`src/mem_pkg.sv`:
```
// Memory geometry and data word constants
package mem_pkg;

    // Width of one RAM word and of each operand
    localparam int DATA_WIDTH = 8;

    // Word address into the RAM
    localparam int ADDR_WIDTH = 6;

    // Number of words held in the RAM
    localparam int RAM_DEPTH = 1 << ADDR_WIDTH;

endpackage

```
`src/wb_pkg.sv`:
```
// Wishbone address width, register offsets and status bit positions
package wb_pkg;

    // Word address plus one region bit, top bit set selects the registers
    localparam int WB_ADR_WIDTH = mem_pkg::ADDR_WIDTH + 1;

    // Low address bits that pick a register inside the register region
    localparam int REG_OFS_WIDTH = 3;

    // Register map
    localparam logic [REG_OFS_WIDTH-1:0] REG_CTRL = 3'd0;
    localparam logic [REG_OFS_WIDTH-1:0] REG_SRC_A = 3'd1;
    localparam logic [REG_OFS_WIDTH-1:0] REG_SRC_B = 3'd2;
    localparam logic [REG_OFS_WIDTH-1:0] REG_DST = 3'd3;
    localparam logic [REG_OFS_WIDTH-1:0] REG_STATUS = 3'd4;

    // CTRL write bit that launches an operation
    localparam int CTRL_START_BIT = 0;

    // STATUS bit positions
    localparam int STATUS_BUSY_BIT = 0;
    localparam int STATUS_BORROW_BIT = 1;

endpackage

```
`src/diff_engine.sv`:
```
// Difference engine sequencer on RAM port B with sticky borrow flag
module diff_engine (
    input  logic                           clk,
    input  logic                           rst_n,
    input  logic                           start,
    input  logic [mem_pkg::ADDR_WIDTH-1:0] src_a,
    input  logic [mem_pkg::ADDR_WIDTH-1:0] src_b,
    input  logic [mem_pkg::ADDR_WIDTH-1:0] dst,
    output logic                           busy,
    output logic                           borrow,
    // RAM port B
    output logic [mem_pkg::ADDR_WIDTH-1:0] ram_addr,
    output logic                           ram_we,
    output logic [mem_pkg::DATA_WIDTH-1:0] ram_wdata,
    input  logic [mem_pkg::DATA_WIDTH-1:0] ram_rdata
);
    import mem_pkg::*;

    // Four active states, one per busy cycle
    typedef enum logic [2:0] {
        ST_IDLE,
        ST_RD_A,
        ST_RD_B,
        ST_CALC,
        ST_WRITE
    } state_t;

    state_t state;

    logic [DATA_WIDTH-1:0] a_q;
    logic [DATA_WIDTH-1:0] diff_q;
    logic                  borrow_q;
    logic [DATA_WIDTH-1:0] sub_diff;
    logic                  sub_borrow;

    // Operand b comes straight from the RAM read register
    lookahead_subtractor #(
        .WIDTH (DATA_WIDTH)
    ) u_sub (
        .a      (a_q),
        .b      (ram_rdata),
        .diff   (sub_diff),
        .borrow (sub_borrow)
    );

    always_ff @(posedge clk or negedge rst_n) begin
        if (!rst_n) begin
            state <= ST_IDLE;
        end else begin
            case (state)
                ST_IDLE:  if (start) state <= ST_RD_A;
                ST_RD_A:  state <= ST_RD_B;
                ST_RD_B:  state <= ST_CALC;
                ST_CALC:  state <= ST_WRITE;
                ST_WRITE: state <= ST_IDLE;
                default:  state <= ST_IDLE;
            endcase
        end
    end

    // Operand and result registers
    always_ff @(posedge clk) begin
        if (state == ST_RD_B) begin
            a_q <= ram_rdata;
        end
        if (state == ST_CALC) begin
            diff_q   <= sub_diff;
            borrow_q <= sub_borrow;
        end
    end

    // Borrow holds its value until the next write-back
    always_ff @(posedge clk or negedge rst_n) begin
        if (!rst_n) begin
            borrow <= 1'b0;
        end else if (state == ST_WRITE) begin
            borrow <= borrow_q;
        end
    end

    always_comb begin
        case (state)
            ST_RD_B:  ram_addr = src_b;
            ST_WRITE: ram_addr = dst;
            default:  ram_addr = src_a;
        endcase
    end

    assign ram_we = (state == ST_WRITE);
    assign ram_wdata = diff_q;
    assign busy = (state != ST_IDLE);

    // The bus slave holds off CTRL writes until the engine is idle
    a_no_start_when_busy: assert property (
        @(posedge clk) disable iff (!rst_n)
        start |-> !busy
    ) else $error("start arrived while the engine was busy");

endmodule

```
`src/diff_mem_top.sv`:
```
// Top level joining the Wishbone slave, dual-port RAM and difference engine
module diff_mem_top (
    input  logic                            clk,
    input  logic                            rst_n,
    input  logic                            wb_cyc,
    input  logic                            wb_stb,
    input  logic                            wb_we,
    input  logic [wb_pkg::WB_ADR_WIDTH-1:0] wb_adr,
    input  logic [mem_pkg::DATA_WIDTH-1:0]  wb_dat_w,
    output logic [mem_pkg::DATA_WIDTH-1:0]  wb_dat_r,
    output logic                            wb_ack
);
    import mem_pkg::*;

    // Port A, bus side
    logic [ADDR_WIDTH-1:0] ram_a_addr;
    logic                  ram_a_we;
    logic [DATA_WIDTH-1:0] ram_a_wdata;
    logic [DATA_WIDTH-1:0] ram_a_rdata;

    // Port B, engine side
    logic [ADDR_WIDTH-1:0] ram_b_addr;
    logic                  ram_b_we;
    logic [DATA_WIDTH-1:0] ram_b_wdata;
    logic [DATA_WIDTH-1:0] ram_b_rdata;

    // Engine control
    logic                  start;
    logic [ADDR_WIDTH-1:0] src_a;
    logic [ADDR_WIDTH-1:0] src_b;
    logic [ADDR_WIDTH-1:0] dst;
    logic                  busy;
    logic                  borrow;

    wb_regs u_wb_regs (
        .clk       (clk),
        .rst_n     (rst_n),
        .wb_cyc    (wb_cyc),
        .wb_stb    (wb_stb),
        .wb_we     (wb_we),
        .wb_adr    (wb_adr),
        .wb_dat_w  (wb_dat_w),
        .wb_dat_r  (wb_dat_r),
        .wb_ack    (wb_ack),
        .ram_addr  (ram_a_addr),
        .ram_we    (ram_a_we),
        .ram_wdata (ram_a_wdata),
        .ram_rdata (ram_a_rdata),
        .start     (start),
        .src_a     (src_a),
        .src_b     (src_b),
        .dst       (dst),
        .busy      (busy),
        .borrow    (borrow)
    );

    dual_port_ram #(
        .DEPTH (RAM_DEPTH)
    ) u_ram (
        .clk     (clk),
        .rst_n   (rst_n),
        .a_addr  (ram_a_addr),
        .a_we    (ram_a_we),
        .a_wdata (ram_a_wdata),
        .a_rdata (ram_a_rdata),
        .b_addr  (ram_b_addr),
        .b_we    (ram_b_we),
        .b_wdata (ram_b_wdata),
        .b_rdata (ram_b_rdata)
    );

    diff_engine u_engine (
        .clk       (clk),
        .rst_n     (rst_n),
        .start     (start),
        .src_a     (src_a),
        .src_b     (src_b),
        .dst       (dst),
        .busy      (busy),
        .borrow    (borrow),
        .ram_addr  (ram_b_addr),
        .ram_we    (ram_b_we),
        .ram_wdata (ram_b_wdata),
        .ram_rdata (ram_b_rdata)
    );

endmodule

```
`src/dual_port_ram.sv`:
```
// Dual-port synchronous RAM with a registered read-first output on each port
module dual_port_ram #(
    parameter int DEPTH = mem_pkg::RAM_DEPTH
) (
    input  logic                           clk,
    input  logic                           rst_n,
    // Port A, bus side
    input  logic [mem_pkg::ADDR_WIDTH-1:0] a_addr,
    input  logic                           a_we,
    input  logic [mem_pkg::DATA_WIDTH-1:0] a_wdata,
    output logic [mem_pkg::DATA_WIDTH-1:0] a_rdata,
    // Port B, engine side
    input  logic [mem_pkg::ADDR_WIDTH-1:0] b_addr,
    input  logic                           b_we,
    input  logic [mem_pkg::DATA_WIDTH-1:0] b_wdata,
    output logic [mem_pkg::DATA_WIDTH-1:0] b_rdata
);
    import mem_pkg::*;

    logic [DATA_WIDTH-1:0] mem [0:DEPTH-1];

    // Port B is written last so it wins a same-address collision
    always_ff @(posedge clk) begin
        if (a_we) begin
            mem[a_addr] <= a_wdata;
        end
        if (b_we) begin
            mem[b_addr] <= b_wdata;
        end
    end

    // Read-first, old contents come out during a write
    always_ff @(posedge clk) begin
        a_rdata <= mem[a_addr];
        b_rdata <= mem[b_addr];
    end

    // The bus stall keeps port A off the RAM while the engine writes
    a_no_write_collision: assert property (
        @(posedge clk) disable iff (!rst_n)
        (a_we && b_we) |-> (a_addr != b_addr)
    ) else $error("port A and port B wrote the same word in one cycle");

endmodule

```
`src/lookahead_subtractor.sv`:
```
// Combinational borrow-lookahead subtractor, diff = a - b with borrow out
module lookahead_subtractor #(
    parameter int WIDTH = mem_pkg::DATA_WIDTH
) (
    input  logic [WIDTH-1:0] a,
    input  logic [WIDTH-1:0] b,
    output logic [WIDTH-1:0] diff,
    output logic             borrow
);
    logic [WIDTH-1:0] b_inv;
    logic [WIDTH-1:0] g;
    logic [WIDTH-1:0] p;
    logic [WIDTH:0]   carry;

    // a - b computed as a + ~b + 1
    assign b_inv = ~b;
    assign g = a & b_inv;
    assign p = a ^ b_inv;

    // Each carry expanded as g[i] | p[i]g[i-1] | ... | p[i..0]c0
    always_comb begin
        logic term;
        logic chain;
        carry[0] = 1'b1;
        for (int i = 0; i < WIDTH; i++) begin
            term = 1'b0;
            chain = 1'b1;
            for (int j = i; j >= 0; j--) begin
                term = term | (chain & g[j]);
                chain = chain & p[j];
            end
            carry[i+1] = term | (chain & carry[0]);
        end
    end

    assign diff = p ^ carry[WIDTH-1:0];

    // No carry out means a was below b
    assign borrow = ~carry[WIDTH];

endmodule

```
`src/wb_regs.sv`:
```
// Wishbone classic slave with RAM window, control registers and busy stall
module wb_regs (
    input  logic                             clk,
    input  logic                             rst_n,
    // Wishbone slave
    input  logic                             wb_cyc,
    input  logic                             wb_stb,
    input  logic                             wb_we,
    input  logic [wb_pkg::WB_ADR_WIDTH-1:0]  wb_adr,
    input  logic [mem_pkg::DATA_WIDTH-1:0]   wb_dat_w,
    output logic [mem_pkg::DATA_WIDTH-1:0]   wb_dat_r,
    output logic                             wb_ack,
    // RAM port A
    output logic [mem_pkg::ADDR_WIDTH-1:0]   ram_addr,
    output logic                             ram_we,
    output logic [mem_pkg::DATA_WIDTH-1:0]   ram_wdata,
    input  logic [mem_pkg::DATA_WIDTH-1:0]   ram_rdata,
    // Engine control
    output logic                             start,
    output logic [mem_pkg::ADDR_WIDTH-1:0]   src_a,
    output logic [mem_pkg::ADDR_WIDTH-1:0]   src_b,
    output logic [mem_pkg::ADDR_WIDTH-1:0]   dst,
    input  logic                             busy,
    input  logic                             borrow
);
    import mem_pkg::*;
    import wb_pkg::*;

    logic                     reg_sel;
    logic [REG_OFS_WIDTH-1:0] reg_ofs;
    logic                     status_rd;
    logic                     stall;
    logic                     accept;
    logic                     reg_wr;
    logic [DATA_WIDTH-1:0]    reg_rdata;

    // Top address bit selects the register region
    assign reg_sel = wb_adr[WB_ADR_WIDTH-1];
    assign reg_ofs = wb_adr[REG_OFS_WIDTH-1:0];

    // Only a STATUS read may pass while the engine runs
    assign status_rd = reg_sel && !wb_we && (reg_ofs == REG_STATUS);
    assign stall = busy && !status_rd;

    // Request taken this cycle, acked on the next one
    assign accept = wb_cyc && wb_stb && !wb_ack && !stall;
    assign reg_wr = accept && wb_we && reg_sel;

    // RAM window on port A, address presented in the request cycle
    assign ram_addr = wb_adr[ADDR_WIDTH-1:0];
    assign ram_we = accept && wb_we && !reg_sel;
    assign ram_wdata = wb_dat_w;

    always_ff @(posedge clk or negedge rst_n) begin
        if (!rst_n) begin
            wb_ack <= 1'b0;
            start  <= 1'b0;
        end else begin
            wb_ack <= accept;
            // Start pulse lines up with the CTRL write ack
            start  <= reg_wr && (reg_ofs == REG_CTRL) && wb_dat_w[CTRL_START_BIT];
        end
    end

    always_ff @(posedge clk or negedge rst_n) begin
        if (!rst_n) begin
            src_a <= '0;
            src_b <= '0;
            dst   <= '0;
        end else if (reg_wr) begin
            case (reg_ofs)
                REG_SRC_A: src_a <= wb_dat_w[ADDR_WIDTH-1:0];
                REG_SRC_B: src_b <= wb_dat_w[ADDR_WIDTH-1:0];
                REG_DST:   dst   <= wb_dat_w[ADDR_WIDTH-1:0];
                default:   ;
            endcase
        end
    end

    // Register read mux, CTRL reads back as zero
    always_comb begin
        reg_rdata = '0;
        case (reg_ofs)
            REG_SRC_A: reg_rdata[ADDR_WIDTH-1:0] = src_a;
            REG_SRC_B: reg_rdata[ADDR_WIDTH-1:0] = src_b;
            REG_DST:   reg_rdata[ADDR_WIDTH-1:0] = dst;
            REG_STATUS: begin
                reg_rdata[STATUS_BUSY_BIT]   = busy;
                reg_rdata[STATUS_BORROW_BIT] = borrow;
            end
            default: ;
        endcase
    end

    // Address is held by the master, so the mux is stable at ack
    assign wb_dat_r = reg_sel ? reg_rdata : ram_rdata;

    // The master must keep the request up until it sees ack
    a_ack_with_request: assert property (
        @(posedge clk) disable iff (!rst_n)
        wb_ack |-> (wb_cyc && wb_stb)
    ) else $error("ack without cyc and stb");

endmodule
```
`config.mk`:
```
export PLATFORM = sky130hd
export DESIGN_NAME = diff_mem_top
export DESIGN_NICKNAME = d
export VERILOG_FILES = /design/src/mem_pkg.sv /design/src/wb_pkg.sv /design/src/diff_engine.sv /design/src/diff_mem_top.sv /design/src/dual_port_ram.sv /design/src/lookahead_subtractor.sv /design/src/wb_regs.sv
export SDC_FILE = /design/constraint.sdc
export NUM_CORES = 1
export LEC_CHECK = 0
export BUFFER_PORTS_ARGS = -buffer_cell sky130_fd_sc_hd__buf_4
export CORE_ASPECT_RATIO = 1.2
export CORE_MARGIN = 2
export CORE_UTILIZATION = 35
export DETAILED_ROUTE_END_ITERATION = 7
export GPL_TIMING_DRIVEN = 1
export HOLD_SLACK_MARGIN = 0.06
export MAX_ROUTING_LAYER = met4
export PLACE_DENSITY = 0.49
export RECOVER_POWER = 25
export SLEW_MARGIN = 20
export SYNTH_ARGS = -nofsm -noshare
export SYNTH_HDL_FRONTEND = slang
export SYNTH_SLANG_ARGS = --single-unit
```
`constraint.sdc`:
```
create_clock -name clk -period 5.04 [get_ports clk]
set_clock_uncertainty 0.1 [all_clocks]
set_input_delay 0.504 -clock clk [delete_from_list [all_inputs] [get_ports clk]]
set_output_delay 0.504 -clock clk [all_outputs]
set_load 0.05 [all_outputs]
```
==> results.json <==
{
  "max_freq_ghz": 0.2215,
  "fin_crit_sh_pct": 89.56,
  "worst_hold_slack_ns": 0.09974,
  "die_h_microns": 309.6,
  "synthArstFlopShare_pct": 4.218,
  "fin_tns_setup_ns": 0,
  "synth_edf_count": 529,
  "vias_per_cell": 5.861,
  "vias": 16830,
  "hold_path.class": "input pin to register",
  "dp_hpwl_microns": 62010,
  "final_cell_mix": "edfxtp_1, mux4_2, nand2_1",
  "root_buffer": "clkbuf_16",
  "clockBufferDepth": 3,
  "start_kind": "input pin",
  "grt_pass1_vias": 16870,
  "drive_above_1_share_pct": 25.54,
  "status": "finished, violations left",
  "setup_viol": 0,
  "htree_levels": 2,
  "drc": 0,
  "tightest_slew_ns": 1.738,
  "grt_pass1_wl_microns": 128700,
  "wl_per_cell_microns": 31.56,
  "fin_nets": 1825,
  "grt_start_max_net_pins": 65,
  "fin_crit_ns": 4.514,
  "clkLatencyLatePin_ns": 0.64,
  "synth-seq-cells": 569,
  "cts.clk_slew.worst_paths_ns": 0.06,
  "p_leak_uw": 0.01043,
  "area_growth_pct": 13.54,
  "rsz0062_at_grt": "false",
  "synth-warning-count": 0,
  "p_per_area_mw_per_mm2": 483.8,
  "ys_seq_area_share_pct": 61.68,
  "num_io_pins": 29,
  "slew_headroom_pct": -15.87,
  "cts.sinks": 569,
  "rows": 112,
  "drt_iter0_drc": 1700,
  "worstPathArrival_ns": 4.89,
  "start_util_pct": 35.16,
  "routed_wl_microns": 90620,
  "grt_overflow_total": 0,
  "die_w_microns": 258.7,
  "synthFlopType": "edfxtp_1",
  "grt.total_usage_pct": 23.36,
  "critPathMaxFanout": 49,
  "violations": "max-capacitance violations, max-slew violations",
  "crit_type": "input pin to register",
  "drtPass1Iterations": 5,
  "synth_area_sq_mm": 0.02725,
  "port_buffers": 28,
  "maxCapViolations": 4,
  "ant_nets": 0,
  "synth_nets": 1745,
  "worstPathRequired_ns": 5.41,
  "fp.coreArea_sq_mm": 0.07749,
  "ir_worst_vdd_mv": 0.2639,
  "cts_tree": "done",
  "critPathCaptureType": "register",
  "place_congestion": 0.9163,
  "syn_inst": 1716,
  "cts_inserted_buffers": 59,
  "final_common_cell": "edfxtp_1",
  "cts_resized": 0,
  "drv_slew": 162,
  "antenna_found_initial": 7,
  "final_util_pct": 39.92,
  "dieArea_sq_mm": 0.08010,
  "final-hold-violation-count": 0,
  "synth_cell_types": 66,
  "synth_area_per_cell_sq_um": 15.88
}
metrics by stage:
step                      std cells  setup WS (ns)  power, uW  instance area, sq um
after global routing           2871         0.3765      15490                 30940
after global placement         2753          1.161      10640                 29030
after detailed placement       2753          1.114      10670                 29030
final                          2871         0.5260      14970                 30940
after CTS                      2865          1.113      15020                 30970
after floorplan                1716          1.893       8776                 27250
cell families after synthesis:
kind of cell,share of synthesized area [%]
AOI/OAI and AO/OA,6.585
buffers and inverters,2.544
and+or+nand+nor,5.681
xor gates and xnor gates,0.06430
muxes,23.03
DFF,61.68
adders and majority gates,0.4133
final timing paths:
kind | startpoint | to | slack [ns] | cells after the start
worst max register to register | u_engine.state[2] | u_ram.mem[62][6] | 0.57 | 4
worst min register to register | u_engine.borrow_q | u_engine.borrow | 0.40 | 1
worst min-delay path | wb_we | u_wb_regs.wb_ack | 0.1 | 3
worst max-delay path | wb_adr[0] | u_ram.a_rdata[7] | 0.53 | 5
min in group asynchronous | rst_n | u_wb_regs.dst[0] | 0.63 | 2
max in group asynchronous | rst_n | u_wb_regs.src_a[1] | 3.41 | 2
Yosys cell counts (all sizes together) (16+ instances only):
library cell	instances	area share, %
nor2	116	1.7
dfrtp	24	2.2
dfxtp	16	1.2
nand2	153	2.1
a21oi	28	0.53
buf	85	1.9
a221oi	22	0.71
o22ai	40	0.92
mux2	102	4.3
inv	16	0.22
nand3	27	0.50
o21ai	38	0.70
a22oi	29	0.85
mux2i	133	4.9
mux4	168	14
edfxtp	529	58
clkbuf	34	0.47
worst max-delay path, stage by stage:
cell and delay [ns]:
clkbuf_2 1.22, clkbuf_1 1.32, mux4_2 0.69, mux4_2 0.52, mux4_2 0.54
sequential cells by signal, indices dropped and copies added, names as in the netlist, 3 cells and up:
register	count
u_engine.ram_wdata	8
u_wb_regs.src_a	6
u_ram.mem	512
u_wb_regs.dst	6
u_wb_regs.src_b	6
u_ram.b_rdata	8
u_engine.a_q	8
u_ram.a_rdata	8
u_engine.state	3
report_power, final:
part | internal [uW] | total (uW) | switching [uW]
logic | 1690 | 4880 | 3200
registers | 5540 | 5740 | 200
clock network | 2490 | 4350 | 1860
total | 9720 | 15000 | 5250
per-layer routing:
metal  GRT usage (%)  part of all wire [%]  up-vias
met5               -                     0        -
met4           10.14                   4.7        0
met3           3.252                   6.5      164
met2           38.34                    50      750
met1           28.96                    39     8815
li1                -                     -     7099
layout make-up:
type	instances	area (sq um)
Sequential cell	569	16810
Tap cell	1026	1284
Antenna cell	5	12.51
Clock buffer	77	1575
Fill cell	7072	46560
Multi-Input combinational cell	1012	9763
Inverter	16	60.06
Clock inverter	28	300.3
Timing Repair Buffer	138	1135
timing repair:
item	4_1_cts	5_1_grt
hold buffers	7	0
endpoints found under the hold margin	43	0
buffers inserted	0	0
Power figures use the tool's default switching activity.
